<file path="config.mk">
export PLATFORM = sky130hd
export DESIGN_NAME = eeprom_subsys_top
export DESIGN_NICKNAME = d
export VERILOG_FILES = /design/src/source/eeprom_pkg.sv /design/src/source/eeprom_bus_if.sv /design/src/source/eeprom_arbiter.sv /design/src/source/eeprom_cmd_port.sv /design/src/source/eeprom_subsys_top.sv /design/src/source/i2c_eeprom_master.sv
export VERILOG_INCLUDE_DIRS = /design/src /design/src/source
export SDC_FILE = /design/constraint.sdc
export NUM_CORES = 1
export LEC_CHECK = 0
export BUFFER_PORTS_ARGS = -buffer_cell sky130_fd_sc_hd__buf_2
export CAP_MARGIN = 20
export CELL_PAD_IN_SITES_DETAIL_PLACEMENT = 1
export CELL_PAD_IN_SITES_GLOBAL_PLACEMENT = 1
export CORE_ASPECT_RATIO = 0.9
export CORE_UTILIZATION = 54
export CTS_BUF_LIST = sky130_fd_sc_hd__clkbuf_2
export DETAILED_ROUTE_END_ITERATION = 16
export GPL_TIMING_DRIVEN = 1
export PLACE_DENSITY_LB_ADDON = 0.1
export SETUP_SLACK_MARGIN = 0.02
export SYNTH_ARGS = -nofsm -noshare
export SYNTH_HDL_FRONTEND = slang
export SYNTH_SLANG_ARGS = --single-unit
</file>
<file path="constraint.sdc">
create_clock -name CLK -period 7.8 [get_ports CLK]
set_input_delay 0 -clock CLK [delete_from_list [all_inputs] [get_ports CLK]]
set_output_delay 0 -clock CLK [all_outputs]
set_load 0.005 [all_outputs]
</file>
<file path="src/source/eeprom_params.svh">
`ifndef EEPROM_PARAMS_SVH
`define EEPROM_PARAMS_SVH

// byte address and data widths
`define EEPROM_ADDR_W 11
`define EEPROM_DATA_W 8

`define EEPROM_CREDITS 2 // also the queue depth per port

`define EEPROM_DEV_CODE 4'b1010
`define EEPROM_QTR_CLKS 2 // clk cycles per quarter scl bit

`endif

</file>
<file path="src/source/eeprom_pkg.sv">
`include "eeprom_params.svh"

package eeprom_pkg;

    typedef enum logic {
        OP_WRITE = 1'b0,
        OP_READ  = 1'b1
    } eeprom_op_e;

    typedef struct packed {
        eeprom_op_e                op;
        logic [`EEPROM_ADDR_W-1:0] addr;
        logic [`EEPROM_DATA_W-1:0] wdata;
    } eeprom_cmd_t;

    typedef struct packed {
        logic [`EEPROM_DATA_W-1:0] rdata;
        logic                      nack;
    } eeprom_rsp_t;

    typedef enum {
        L_IDLE, L_START, L_CTRL_WR, L_ADDR, L_DATA_WR,
        L_RESTART, L_CTRL_RD, L_DATA_RD, L_MACK, L_STOP
    } link_state_e;

endpackage

</file>
<file path="src/source/eeprom_bus_if.sv">
`include "eeprom_params.svh"

interface eeprom_bus_if;
    import eeprom_pkg::*;

    logic        req;
    eeprom_cmd_t cmd;
    logic        src;  // port owning the op in flight
    logic        busy;
    logic        done;  // one cycle, rsp valid
    eeprom_rsp_t rsp;

    modport arb (
        output req, cmd, src,
        input  busy, done, rsp
    );

    modport eng (
        input  req, cmd,
        output busy, done, rsp
    );

endinterface

</file>
<file path="src/source/eeprom_arbiter.sv">
`include "eeprom_params.svh"

module eeprom_arbiter (
    input  logic                    CLK,
    input  logic                    RESET,
    input  logic                    head_valid_0,
    input  logic                    head_valid_1,
    input  eeprom_pkg::eeprom_cmd_t head_cmd_0,
    input  eeprom_pkg::eeprom_cmd_t head_cmd_1,
    output logic                    pop_0,
    output logic                    pop_1,
    output logic                    rsp_strobe_0,
    output logic                    rsp_strobe_1,
    output eeprom_pkg::eeprom_rsp_t rsp,
    eeprom_bus_if.arb               bus
);
    import eeprom_pkg::*;

    logic pick;  // port chosen this cycle

    // bus.src doubles as the last grant for round robin
    always_comb
    begin
        if (head_valid_0 && head_valid_1)
            pick = ~bus.src;
        else
            pick = head_valid_1;
    end

    assign bus.req = !bus.busy && (head_valid_0 || head_valid_1);
    assign bus.cmd = pick ? head_cmd_1 : head_cmd_0;
    assign pop_0 = bus.req && !pick;
    assign pop_1 = bus.req && pick;

    // done goes back to the port that issued the op
    assign rsp_strobe_0 = bus.done && !bus.src;
    assign rsp_strobe_1 = bus.done && bus.src;
    assign rsp = bus.rsp;

    always_ff @(posedge CLK)
    begin
        if (RESET)
            bus.src <= 1'b1;  // port 0 first
        else if (bus.req)
            bus.src <= pick;
    end

endmodule

</file>
<file path="src/source/eeprom_cmd_port.sv">
`include "eeprom_params.svh"

module eeprom_cmd_port (
    input  logic                    CLK,
    input  logic                    RESET,
    input  logic                    cmd_valid,
    input  eeprom_pkg::eeprom_cmd_t cmd,
    output logic                    head_valid,
    output eeprom_pkg::eeprom_cmd_t head_cmd,
    input  logic                    pop,
    input  logic                    rsp_strobe,
    input  eeprom_pkg::eeprom_rsp_t rsp_in,
    output logic                    rsp_valid,
    output eeprom_pkg::eeprom_rsp_t rsp,
    output logic                    credit
);
    import eeprom_pkg::*;

    localparam int DEPTH = `EEPROM_CREDITS;
    localparam int PW = (DEPTH > 1) ? $clog2(DEPTH) : 1;
    localparam int CW = $clog2(DEPTH + 1);

    eeprom_cmd_t   fifo [DEPTH];
    logic [PW-1:0] wr_ptr;
    logic [PW-1:0] rd_ptr;
    logic [CW-1:0] count;
    logic [CW-1:0] outstanding;  // accepted but not yet answered

    function automatic logic [PW-1:0] next_ptr(input logic [PW-1:0] p);
        return (p == PW'(DEPTH - 1)) ? '0 : p + 1'b1;
    endfunction

    assign head_valid = (count != '0);
    assign head_cmd = fifo[rd_ptr];
    assign credit = rsp_valid;  // credit goes back with the response

    // no full check, host credits keep the queue from overflowing
    always_ff @(posedge CLK)
    begin
        if (cmd_valid)
            fifo[wr_ptr] <= cmd;
        if (rsp_strobe)
            rsp <= rsp_in;
    end

    always_ff @(posedge CLK)
    begin
        if (RESET)
        begin
            wr_ptr <= '0;
            rd_ptr <= '0;
            count <= '0;
            outstanding <= '0;
            rsp_valid <= 1'b0;
        end
        else
        begin
            rsp_valid <= rsp_strobe;
            if (cmd_valid)
                wr_ptr <= next_ptr(wr_ptr);
            if (pop)
                rd_ptr <= next_ptr(rd_ptr);
            count <= count + CW'(cmd_valid) - CW'(pop);
            outstanding <= outstanding + CW'(cmd_valid) - CW'(rsp_valid);
        end
    end

endmodule

</file>
<file path="src/source/eeprom_subsys_top.sv">
`include "eeprom_params.svh"

module eeprom_subsys_top (
    input  logic                      CLK,
    input  logic                      RESET,
    input  logic                      cmd_valid_0,
    input  logic                      cmd_op_0,
    input  logic [`EEPROM_ADDR_W-1:0] cmd_addr_0,
    input  logic [`EEPROM_DATA_W-1:0] cmd_wdata_0,
    output logic                      rsp_valid_0,
    output logic [`EEPROM_DATA_W-1:0] rsp_rdata_0,
    output logic                      rsp_nack_0,
    output logic                      credit_0,
    input  logic                      cmd_valid_1,
    input  logic                      cmd_op_1,
    input  logic [`EEPROM_ADDR_W-1:0] cmd_addr_1,
    input  logic [`EEPROM_DATA_W-1:0] cmd_wdata_1,
    output logic                      rsp_valid_1,
    output logic [`EEPROM_DATA_W-1:0] rsp_rdata_1,
    output logic                      rsp_nack_1,
    output logic                      credit_1,
    output logic                      scl,
    output logic                      sda_low,
    input  logic                      sda_in
);
    import eeprom_pkg::*;

    eeprom_cmd_t cmd_0, cmd_1;
    eeprom_cmd_t head_cmd_0, head_cmd_1;
    eeprom_rsp_t rsp_0, rsp_1, arb_rsp;
    logic        head_valid_0, head_valid_1;
    logic        pop_0, pop_1;
    logic        rsp_strobe_0, rsp_strobe_1;

    assign cmd_0 = '{op: eeprom_op_e'(cmd_op_0), addr: cmd_addr_0, wdata: cmd_wdata_0};
    assign cmd_1 = '{op: eeprom_op_e'(cmd_op_1), addr: cmd_addr_1, wdata: cmd_wdata_1};
    assign rsp_rdata_0 = rsp_0.rdata;
    assign rsp_nack_0 = rsp_0.nack;
    assign rsp_rdata_1 = rsp_1.rdata;
    assign rsp_nack_1 = rsp_1.nack;

    eeprom_bus_if bus_if ();

    eeprom_cmd_port port_0 (
        .CLK(CLK), .RESET(RESET), .cmd_valid(cmd_valid_0), .cmd(cmd_0),
        .head_valid(head_valid_0), .head_cmd(head_cmd_0), .pop(pop_0),
        .rsp_strobe(rsp_strobe_0), .rsp_in(arb_rsp), .rsp_valid(rsp_valid_0),
        .rsp(rsp_0), .credit(credit_0)
    );

    eeprom_cmd_port port_1 (
        .CLK(CLK), .RESET(RESET), .cmd_valid(cmd_valid_1), .cmd(cmd_1),
        .head_valid(head_valid_1), .head_cmd(head_cmd_1), .pop(pop_1),
        .rsp_strobe(rsp_strobe_1), .rsp_in(arb_rsp), .rsp_valid(rsp_valid_1),
        .rsp(rsp_1), .credit(credit_1)
    );

    eeprom_arbiter arb (
        .CLK(CLK), .RESET(RESET),
        .head_valid_0(head_valid_0), .head_valid_1(head_valid_1),
        .head_cmd_0(head_cmd_0), .head_cmd_1(head_cmd_1),
        .pop_0(pop_0), .pop_1(pop_1),
        .rsp_strobe_0(rsp_strobe_0), .rsp_strobe_1(rsp_strobe_1),
        .rsp(arb_rsp), .bus(bus_if.arb)
    );

    i2c_eeprom_master engine (
        .CLK(CLK), .RESET(RESET), .bus(bus_if.eng),
        .scl(scl), .sda_low(sda_low), .sda_in(sda_in)
    );

endmodule

</file>
<file path="src/source/i2c_eeprom_master.sv">
`include "eeprom_params.svh"

module i2c_eeprom_master (
    input  logic      CLK,
    input  logic      RESET,
    eeprom_bus_if.eng bus,
    output logic      scl,
    output logic      sda_low,
    input  logic      sda_in
);
    import eeprom_pkg::*;

    localparam int QW = (`EEPROM_QTR_CLKS > 1) ? $clog2(`EEPROM_QTR_CLKS) : 1;
    localparam int NB = `EEPROM_DATA_W;

    link_state_e             state;
    eeprom_cmd_t             cmd_q;
    eeprom_rsp_t             rsp_q;
    logic [QW-1:0]           qcnt;
    logic [1:0]              phase;  // scl low in 0,1 and high in 2,3
    logic [3:0]              bitcnt;
    logic [NB-1:0]           sh;
    logic                    tick;
    logic                    tx_byte;

    assign tick = (qcnt == QW'(`EEPROM_QTR_CLKS - 1));
    assign tx_byte = (state == L_CTRL_WR) || (state == L_ADDR) ||
                     (state == L_DATA_WR) || (state == L_CTRL_RD);
    assign bus.rsp = rsp_q;

    always_ff @(posedge CLK)
    begin
        if (RESET)
        begin
            state <= L_IDLE;
            qcnt <= '0;
            phase <= '0;
            bitcnt <= '0;
            scl <= 1'b1;
            sda_low <= 1'b0;
            bus.busy <= 1'b0;
            bus.done <= 1'b0;
        end
        else
        begin
            bus.done <= 1'b0;
            if (state == L_IDLE)
            begin
                if (bus.req)
                begin
                    cmd_q <= bus.cmd;
                    rsp_q <= '0;  // rdata stays zero unless the read completes
                    state <= L_START;
                    bus.busy <= 1'b1;
                    scl <= 1'b0;
                end
            end
            else if (!tick)
                qcnt <= qcnt + 1'b1;
            else
            begin
                qcnt <= '0;
                phase <= phase + 2'd1;
                case (phase)
                    2'd0:
                    begin
                        // middle of scl low, data may move
                        case (state)
                            L_STOP:
                                sda_low <= 1'b1;
                            L_CTRL_WR, L_ADDR, L_DATA_WR, L_CTRL_RD:
                                sda_low <= (bitcnt != 4'(NB)) && !sh[NB-1];
                            default:
                                sda_low <= 1'b0;
                        endcase
                    end
                    2'd1:
                        scl <= 1'b1;
                    2'd2:
                    begin
                        // middle of scl high
                        if (state == L_START || state == L_RESTART)
                            sda_low <= 1'b1;
                        else if (state == L_STOP)
                            sda_low <= 1'b0;
                        else if (state == L_DATA_RD)
                            sh <= {sh[NB-2:0], sda_in};
                        else if (tx_byte && bitcnt == 4'(NB) && sda_in)
                            rsp_q.nack <= 1'b1;  // no ack from slave
                    end
                    default:
                    begin
                        if (state != L_STOP)
                            scl <= 1'b0;
                        bitcnt <= bitcnt + 4'd1;
                        case (state)
                            L_START:
                            begin
                                state <= L_CTRL_WR;
                                sh <= {`EEPROM_DEV_CODE, cmd_q.addr[`EEPROM_ADDR_W-1:8], 1'b0};
                                bitcnt <= '0;
                            end
                            L_CTRL_WR, L_ADDR, L_DATA_WR, L_CTRL_RD:
                            begin
                                if (bitcnt != 4'(NB))
                                    sh <= {sh[NB-2:0], 1'b0};
                                else
                                begin
                                    bitcnt <= '0;
                                    if (rsp_q.nack || state == L_DATA_WR)
                                        state <= L_STOP;
                                    else if (state == L_CTRL_WR)
                                    begin
                                        state <= L_ADDR;
                                        sh <= cmd_q.addr[7:0];
                                    end
                                    else if (state == L_CTRL_RD)
                                        state <= L_DATA_RD;
                                    else if (cmd_q.op == OP_READ)
                                        state <= L_RESTART;
                                    else
                                    begin
                                        state <= L_DATA_WR;
                                        sh <= cmd_q.wdata;
                                    end
                                end
                            end
                            L_RESTART:
                            begin
                                state <= L_CTRL_RD;
                                sh <= {`EEPROM_DEV_CODE, cmd_q.addr[`EEPROM_ADDR_W-1:8], 1'b1};
                                bitcnt <= '0;
                            end
                            L_DATA_RD:
                                if (bitcnt == 4'(NB - 1))
                                    state <= L_MACK;
                            L_MACK:
                            begin
                                state <= L_STOP;  // master nack, single byte read
                                rsp_q.rdata <= sh;
                            end
                            L_STOP:
                            begin
                                state <= L_IDLE;
                                bus.busy <= 1'b0;
                                bus.done <= 1'b1;
                            end
                            default:
                                state <= L_IDLE;
                        endcase
                    end
                endcase
            end
        end
    end

endmodule
</file>
; ---- Yosys cells after proc, flatten, opt, wreduce, memory -nomap -nowiden
; Memory sizes are Yosys's and may differ from the RTL's. A register that Yosys moved wholly into a read port is not among the register bits.
; Cells that the tools add are included.
[classes]
addsub = 11
n_eq_ne = 38
muxes = 63
n_bitwise = 6
n_reduce_logical = 47
[op_table]
columns = operator, count
row1 = $mux 32, 9
row2 = $eq 32x3->1 const B, 6
row3 = $eq 32x4->1 const B, 6
row4 = $pmux 32 s5, 1
row5 = $eq 32x2->1 const B, 3
row6 = $mux 8, 10
row7 = $eq 32x1->1 const B, 1
row8 = $eq 32x5->1 const B, 1
row9 = $logic_not 32->1, 1
row10 = $mux 1, 32
row11 = $ne 32x5->1 const B, 1
row12 = $mux 9, 3
row13 = $pmux 8 s3, 1
row14 = $mux 20, 1
row15 = $pmux 8 s2, 1
row16 = $reduce_bool 2->1, 8
row17 = $ne 2x1->1 const B, 6
row18 = $reduce_and 4->1, 3
row19 = $reduce_and 11->1, 1
row20 = $reduce_and 5->1, 2
row21 = $logic_and 1x1->1, 9
row22 = $pmux 4 s2, 1
row23 = $reduce_and 8->1, 1
row24 = $logic_or 1x1->1, 6
row25 = 29 further kinds, 51
[word_totals]
reg_bits = 109
mem_bits_rw = 80
wordCells = 194
mem_count = 2
[memory_table]
columns = memory, depth, word_bits, rd, rd_ports_with_merged_regs, write_ports, line
row1 = port_0.fifo, 2, 20, 1, 1, 1, eeprom_cmd_port.sv:23  ; eeprom_cmd_t fifo [DEPTH];
row2 = port_1.fifo, 2, 20, 1, 1, 1, eeprom_cmd_port.sv:23

; ---- Longest topological paths before layout
; Gate-level depths: netlist of the first run.
[depth]
depth_word = 13
ltp_mapped = 8

; ---- Hierarchy
; Synthesis of the first run repeated with hierarchy kept, for this count alone.
[unflattened]
hier_cells = 437
hier_area_um2 = 6926.6
[by_module_without_submodules]
columns = mod, instances, cells_each, area_each_um2, seq_area_each_um2
row1 = eeprom_cmd_port, 2, 94, 2040.7, 1591.5
row2 = i2c_eeprom_master, 1, 206, 2436.1, 1411.4
row3 = eeprom_arbiter, 1, 43, 409.1, 20.0

; ---- Worst setup path before layout of the first run
; Ideal clock, no wire load.
[synth_timing]
path_kind = register to register
startpoint = register engine.state[3]
endpoint = register engine.cmd_q[0] in the netlist's numbering, enable pin
setup_time_ns = 0.397
arrival_time_ns = 2.073
t_required_ns = 7.403
setup_slack_ns = 5.330
path_stages_with_launch = 6
n_path_buf = 2
path_cell_list = dfxtp_1 buf_6 nor4_1 buf_2 nand3_1 nor2_1
[synth_via]
elab_chain_cells = 2
[synth_lines]
columns = item, line
row1 = "start, declared", i2c_eeprom_master.sv:16  ; link_state_e state;
row2 = "start signal, assigned", i2c_eeprom_master.sv:35  ; state <= L_IDLE;
row3 = "start signal, assigned", i2c_eeprom_master.sv:53  ; state <= L_START;
row4 = "start signal, assigned", i2c_eeprom_master.sv:99  ; state <= L_CTRL_WR;
row5 = $logic_not 32->1, i2c_eeprom_master.sv:47  ; if (state == L_IDLE)
row6 = $reduce_and 3->1 (no line), -
row7 = "end signal, assigned", i2c_eeprom_master.sv:51  ; cmd_q <= bus.cmd;
row8 = "end, declared", i2c_eeprom_master.sv:17  ; eeprom_cmd_t cmd_q;
; No other way between the ends.
; A chain may end at the register's enable or synchronous reset.

; ---- Worst setup path after layout of the first run
[layout_timing]
startpoint = register engine.state[3]
endpoint = register engine.sh[6], enable pin
[layout_via]
elab_chain_cells = 4
[layout_lines]
columns = item, line
row1 = "$eq 32x2->1, or another cell as far along", i2c_eeprom_master.sv:96  ; case (state)
row2 = "$reduce_or 4->1, or another cell as far along", i2c_eeprom_master.sv:96
row3 = "$ne 5x5->1 (no line), or another cell as far along", -
row4 = $reduce_and 11->1 (no line) (*), -
row5 = "end signal, assigned", i2c_eeprom_master.sv:100  ; sh <= {`EEPROM_DEV_CODE, cmd_q.addr[`EEPROM_ADDR_W-1:8], 1'b0};
row6 = "end signal, assigned", i2c_eeprom_master.sv:106  ; sh <= {sh[NB-2:0], 1'b0};
row7 = "end signal, assigned", i2c_eeprom_master.sv:115  ; sh <= cmd_q.addr[7:0];
row8 = "end, declared", i2c_eeprom_master.sv:22  ; logic [NB-1:0] sh;
; Mark *: on every way between the ends. The rest lies on a longest branch, timed or not.

==> out/metrics.yaml, run 1 <==
status: "completed"
rsz0062_at_grt: "no"
grt_antenna_before_repair: 0
period_needed_ns: 2.88
dpl.hpwl_um: 9200
die_x_um: 119
ios: 69
hold_slack_ns: 0.210
fmax_ghz: 0.347
cap_viol_max_count: 0
diodes: 0
arrival_ns: 3.30
synth_ff_type: "edfxtp_1"
grt_start_max_net_pins: 41
syn-instance-count: 458
synth.yosys.warnings: 0
worstPathRequired_ns: 8.22
postCtsSetupBuffers: 0
synth_area_leaders: "edfxtp_1 (61%), dfxtp_1 (8.5%), mux2i_1 (4.1%)"
pwr_density_cell_mw_per_mm2: 295
slew-limit-headroom_pct: 33.9
cts.sinks: 163
p_leak_uw: 0.00296
yosysSeqAreaShare_pct: 69.6
row_count: 38
crit_path_start_kind: "flip-flop"
first_iter_violations: 377
vias: 4585
start_util_pct: 55.1
routed_via_density: 5.84
skew_ns: 0.0557
fp.dieArea_mm2: 0.0127
min_path_type: "primary input to flip-flop"
ir_drop_v: 0.000148
root_buffer: "clkbuf_2"
layout_worst_path_cycle_share_pct: 37.0
crit_path_max_fanout: 19
timing.final.hold_violations: 0
synth_fp_nets: 513
grt_use_total_pct: 32.0
syn2layout_area_growth_pct: 24.5
grt_pass1_vias: 4942
wl_per_cell_um: 24.3
drc_errors: 0
cts.path.max_buffers: 2
gp_congestion: 0.816
synth_area_per_cell_um2: 14.5
worst_pin_slew_ns: 0.989
cts_buffers: 17
layout.filler_cells: 1131
ys_ff_latch: 163
async_flop_share_pct: 0
layout_common_cells: "edfxtp_1 (135), dlygate4sd3_1 (86), buf_2 (68), nor2b_1 (33), a21oi_1 (30)"
netlist_area_mm2: 0.00663
place_ws_ns: 5.07
synth_cell_types: 54
yosys.area.top_type: "edfxtp_1"
drive_gt1_share_pct: 19.7
path_class: "flip-flop to flip-flop"
clkTransAtPathRegs_ns: 0.25
grt-ovfl-total: 0
tns_ns: 0
layout_commonest_cell: "edfxtp_1"
cp-end-kind: "flip-flop"
setup_viol: 0
grt_pass1_wl_um: 29100
clk_latency_ns: 0.79
port_buffers: 68
slew_viol_final: 0
synth_edf_count: 135
final_antenna_net_count: 0
die_h_um: 107
core_area_mm2: 0.0120
fin_ws_ns: 4.92
fin_nets: 667
cts_tree: "built"
h-tree-depth: 4
yosys.area.top_type_share_pct: 61.2
dr.pass1.iters: 5
routed_wl_um: 19100
-- worst max-delay path: stages (launching register included) --
cell	delay, ns
dfxtp_1	0.89
nor4_1	0.14
buf_4	0.21
nand2b_1	0.18
or4_1	0.44
a21oi_1	0.65
-- stage by stage --
stage / cell area (um^2) / cells / utilization (%) / power, uW
2_1_floorplan: 6630 / 458 / - / 1650
3_3_place_gp: 7080 / 665 / 58.9 / 1780
3_5_place_dp: 7080 / 665 / 58.9 / 1820
4_1_cts: 8210 / 783 / 68.2 / 2340
5_1_grt: 8250 / 785 / 68.6 / 2530
6_report: 8250 / 785 / 68.6 / 2440
-- per-layer routing --
layer | GRT usage, % | vias to the layer above | wire (um)
li1 | - | 2036 | -
met1 | 39.2 | 2250 | 7710
met2 | 51.9 | 247 | 9250
met3 | 8.78 | 52 | 1380
met4 | 17.2 | 0 | 748
met5 | 0 | - | 0
-- where the power goes --
group	internal, uW	switching [uW]
clock network	183	340
registers	1110	95.5
logic	279	429
total	1570	864
-- flip-flops by register name (all words and copies together), names as in the netlist, 2 cells and up, named ones only --
name,flops
engine.sh,8
engine.cmd_q,20
engine.bitcnt,4
engine.phase,2
port_1.fifo,40
port_0.count,2
port_1.rsp,9
port_1.count,2
port_0.fifo,40
engine.state,4
port_0.rsp,9
engine.bus.rsp,9
-- worst paths after layout --
path                                   startpoint             to  slack, ns  depth (start not counted)
worst min register to register  engine.bus.rsp[1]  port_0.rsp[1]       0.46                          0
worst max register to register    engine.state[3]   engine.sh[6]       4.92                          5
worst min-delay path                       sda_in   engine.sh[0]       0.21                          4
worst max-delay path              engine.state[3]   engine.sh[6]       4.92                          5
-- area by class of cell --
cell class              instances  area, um^2  area share (%)
multi-input cells             251        1820            22.0
flip-flops and latches        163        4610            55.9
well taps                     160         200            2.43
clock inverters                15         179            2.17
inverters                      17        63.8           0.774
repair buffers                162        1290            15.6
clock buffers                  17        85.1            1.03
-- what timing repair did --
action,4_1_cts,5_1_grt
gates resized for setup,0,0
hold buffers,86,0
hold endpoints to repair,150,0
-- Yosys cell counts, types with 2 or more instances --
cell type	n
buf_6	4
a2bb2oi_1	5
buf_2	3
inv_1	17
mux2_2	4
a21o_1	2
a31oi_1	3
a21oi_1	30
nor2_1	23
nand2_1	10
ha_1	10
a211oi_1	21
buf_4	2
clkbuf_1	16
o21ai_0	4
nand2b_1	5
nand2b_4	2
dfxtp_1	28
xor2_1	4
o22ai_1	3
a221oi_1	2
nor3_1	8
and3_1	3
mux2i_1	27
edfxtp_1	135
nand3_1	5
o32ai_1	4
buf_1	2
and2_1	4
a211oi_2	3
nor2b_1	34
a211o_1	2
or4_1	3
xnor2_1	10
-- cell families (layout without fill, tap and decap cells) --
family	after synthesis	in the layout	synth area share, %
buf+inv	44	211	3.12
compound gates	90	90	9.69
mux	31	31	4.76
xor+xnor	14	14	1.85
simple gates	106	106	9.06
fa+ha+maj	10	10	1.89
flops	163	163	69.6
No activity file was read; power rests on OpenSTA's default activity.
==> inputs of run 2 (changes only) <==
Settings changed: CORE_UTILIZATION 54 to 51.
Clock period 7.8 ns to 2.85 ns, I/O delays scaled along.
==> out/metrics.yaml, run 2 (synthesis gave the netlist of run 1 again) <==
root_buffer: "clkbuf_2"
p_int_uw: 4400  # +180%
grt_antenna_before_repair: 0  # unchanged
worst_pin_slew_ns: 1.04  # +0.0559 ns
setup_viol: 0  # unchanged
routed_wl_um: 16700  # -13%
row_count: 39  # +2.6%
start_util_pct: 52.2  # -2.9 points
timing.final.hold_violations: 0  # unchanged
slew_viol_final: 0  # unchanged
die_x_um: 122  # +2.9%
p_comb_share_pct: 28.7  # -0.4 points
dr.pass1.iters: 4  # -1
core_area_mm2: 0.0127  # +5.5%
grt-ovfl-total: 0  # unchanged
hold_slack_ns: 0.215  # +0.00517 ns
postCtsSetupBuffers: 0  # unchanged
ios: 69  # unchanged
skew_ns: 0.0328  # -0.0230 ns
crit_path_max_fanout: 4  # -15
grt_use_total_pct: 26.7  # -5.2 points
layout_commonest_cell: "edfxtp_1"
grt_start_max_net_pins: 41  # unchanged
tns_ns: 0  # unchanged
fin_nets: 672  # +0.75%
final_antenna_net_count: 0  # unchanged
period_needed_ns: 2.37  # -0.516 ns
fmax_ghz: 0.423  # +22%
diodes: 0  # unchanged
arrival_ns: 3.01  # -0.29 ns
clkTransAtPathRegs_ns: 0.23  # -0.02 ns
routed_via_density: 5.49  # -5.9%
cts.sinks: 163  # unchanged
cts_buffers: 17  # unchanged
pwr_density_cell_mw_per_mm2: 797  # +170%
status: "completed"
h-tree-depth: 4  # unchanged
vias: 4362  # -4.9%
wl_per_cell_um: 21.0  # -14%
gp_congestion: 0.791  # -3.1%
layout_worst_path_cycle_share_pct: 83.0  # +46 points
cts_tree: "built"
dpl.hpwl_um: 9290  # +0.99%
layout_common_cells: "edfxtp_1 (135), dlygate4sd3_1 (86), buf_2 (68), nor2b_1 (33), a21oi_1 (30)"
path_class: "flip-flop to flip-flop"
drc_errors: 0  # unchanged
fp.dieArea_mm2: 0.0135  # +5.8%
slew-limit-headroom_pct: 30.3  # -3.6 points
reg_top3: "port_0.fifo: 40 flops, port_1.fifo: 40 flops, engine.cmd_q: 20 flops"
port_buffers: 68  # unchanged
drive_gt1_share_pct: 20.5  # +0.80 points
rsz0062_at_grt: "no"
grt_pass1_wl_um: 25800  # -11%
ir_drop_v: 0.000418  # +180%
first_iter_violations: 345  # -8.5%
cts.path.max_buffers: 2  # unchanged
min_path_type: "primary input to flip-flop"
switching_share_pct: 33.4  # -2.1 points
cp-end-kind: "flip-flop"
worstPathRequired_ns: 3.50  # -4.72 ns
p_sw_uw: 2210  # +160%
p_leak_uw: 0.00298  # +0.57%
clk_latency_ns: 0.76  # -0.03 ns
crit_path_start_kind: "flip-flop"
cap_viol_max_count: 0  # unchanged
clock_power_share_pct: 22.0  # +0.6 points
syn2layout_area_growth_pct: 25.2
pwr-share-seq_pct: 49.4  # about the same
grt_pass1_vias: 4701  # -4.9%
die_h_um: 110  # +2.8%
[run 2: path summary, 6_finish.rpt]
path / from / to / slack [ns] / depth (start not counted)
worst max-delay path: port_0.count[1] / port_1.count[1] / 0.48 / 8
worst min-delay path: sda_in / engine.sh[0] / 0.22 / 4
worst max register to register: port_0.count[1] / port_1.count[1] / 0.48 / 8
worst min register to register: engine.bus.rsp[3] / port_1.rsp[3] / 0.48 / 0
[run 2: final cells by class]
class,instances,area [um^2]
Fill cell,1219,4390
Clock buffer,17,85.1
Clock inverter,15,204
Tap cell,164,205
Sequential cell,163,4610
Inverter,17,63.8
Timing Repair Buffer,167,1310
Multi-Input combinational cell,251,1820
[run 2: power groups by stage]
stage	registers (uW)	logic [uW]	clock network [uW]
6_report	3260	1900	1450
5_1_grt	3300	2060	1550
4_1_cts	3250	1820	1450
3_5_place_dp	3310	1720	0
3_3_place_gp	3280	1650	0
2_1_floorplan	3190	1310	0
[run 2: per-layer routing]
metal  part of all wire [%]  track usage (%)  vias up
met5                      0                0        -
met4                    1.8             9.76        0
met3                    4.5             6.33       28
met2                     51             45.7      122
met1                     43             33.2     2175
li1                       -                -     2037
[run 2: timing repair]
item                      in CTS  in global routing
hold buffers                  86                  0
gates resized for setup        0                  0
hold endpoints to repair     171                  0
[run 2: metrics by stage]
stage / cell area (um^2) / util (%) / std cells / total power [uW] / setup slack, ns
floorplan: 6630 / - / 458 / 4500 / 0.380
global placement: 7130 / 56.2 / 675 / 4930 / 0.631
detailed placement: 7130 / 56.2 / 675 / 5020 / 0.576
CTS: 8280 / 65.3 / 793 / 6530 / 0.518
global route: 8300 / 65.4 / 794 / 6920 / 0.335
finish: 8300 / 65.4 / 794 / 6610 / 0.483
[run 2: critical path, cell delays in order, from the launching register on]
cell     delay (ns)
dfxtp_1        0.40
o21ai_0        0.28
nor3b_1        0.64
ha_1           0.36
inv_1          0.06
ha_1           0.15
xor2_1         0.19
xnor2_1        0.14
nor2_1         0.05
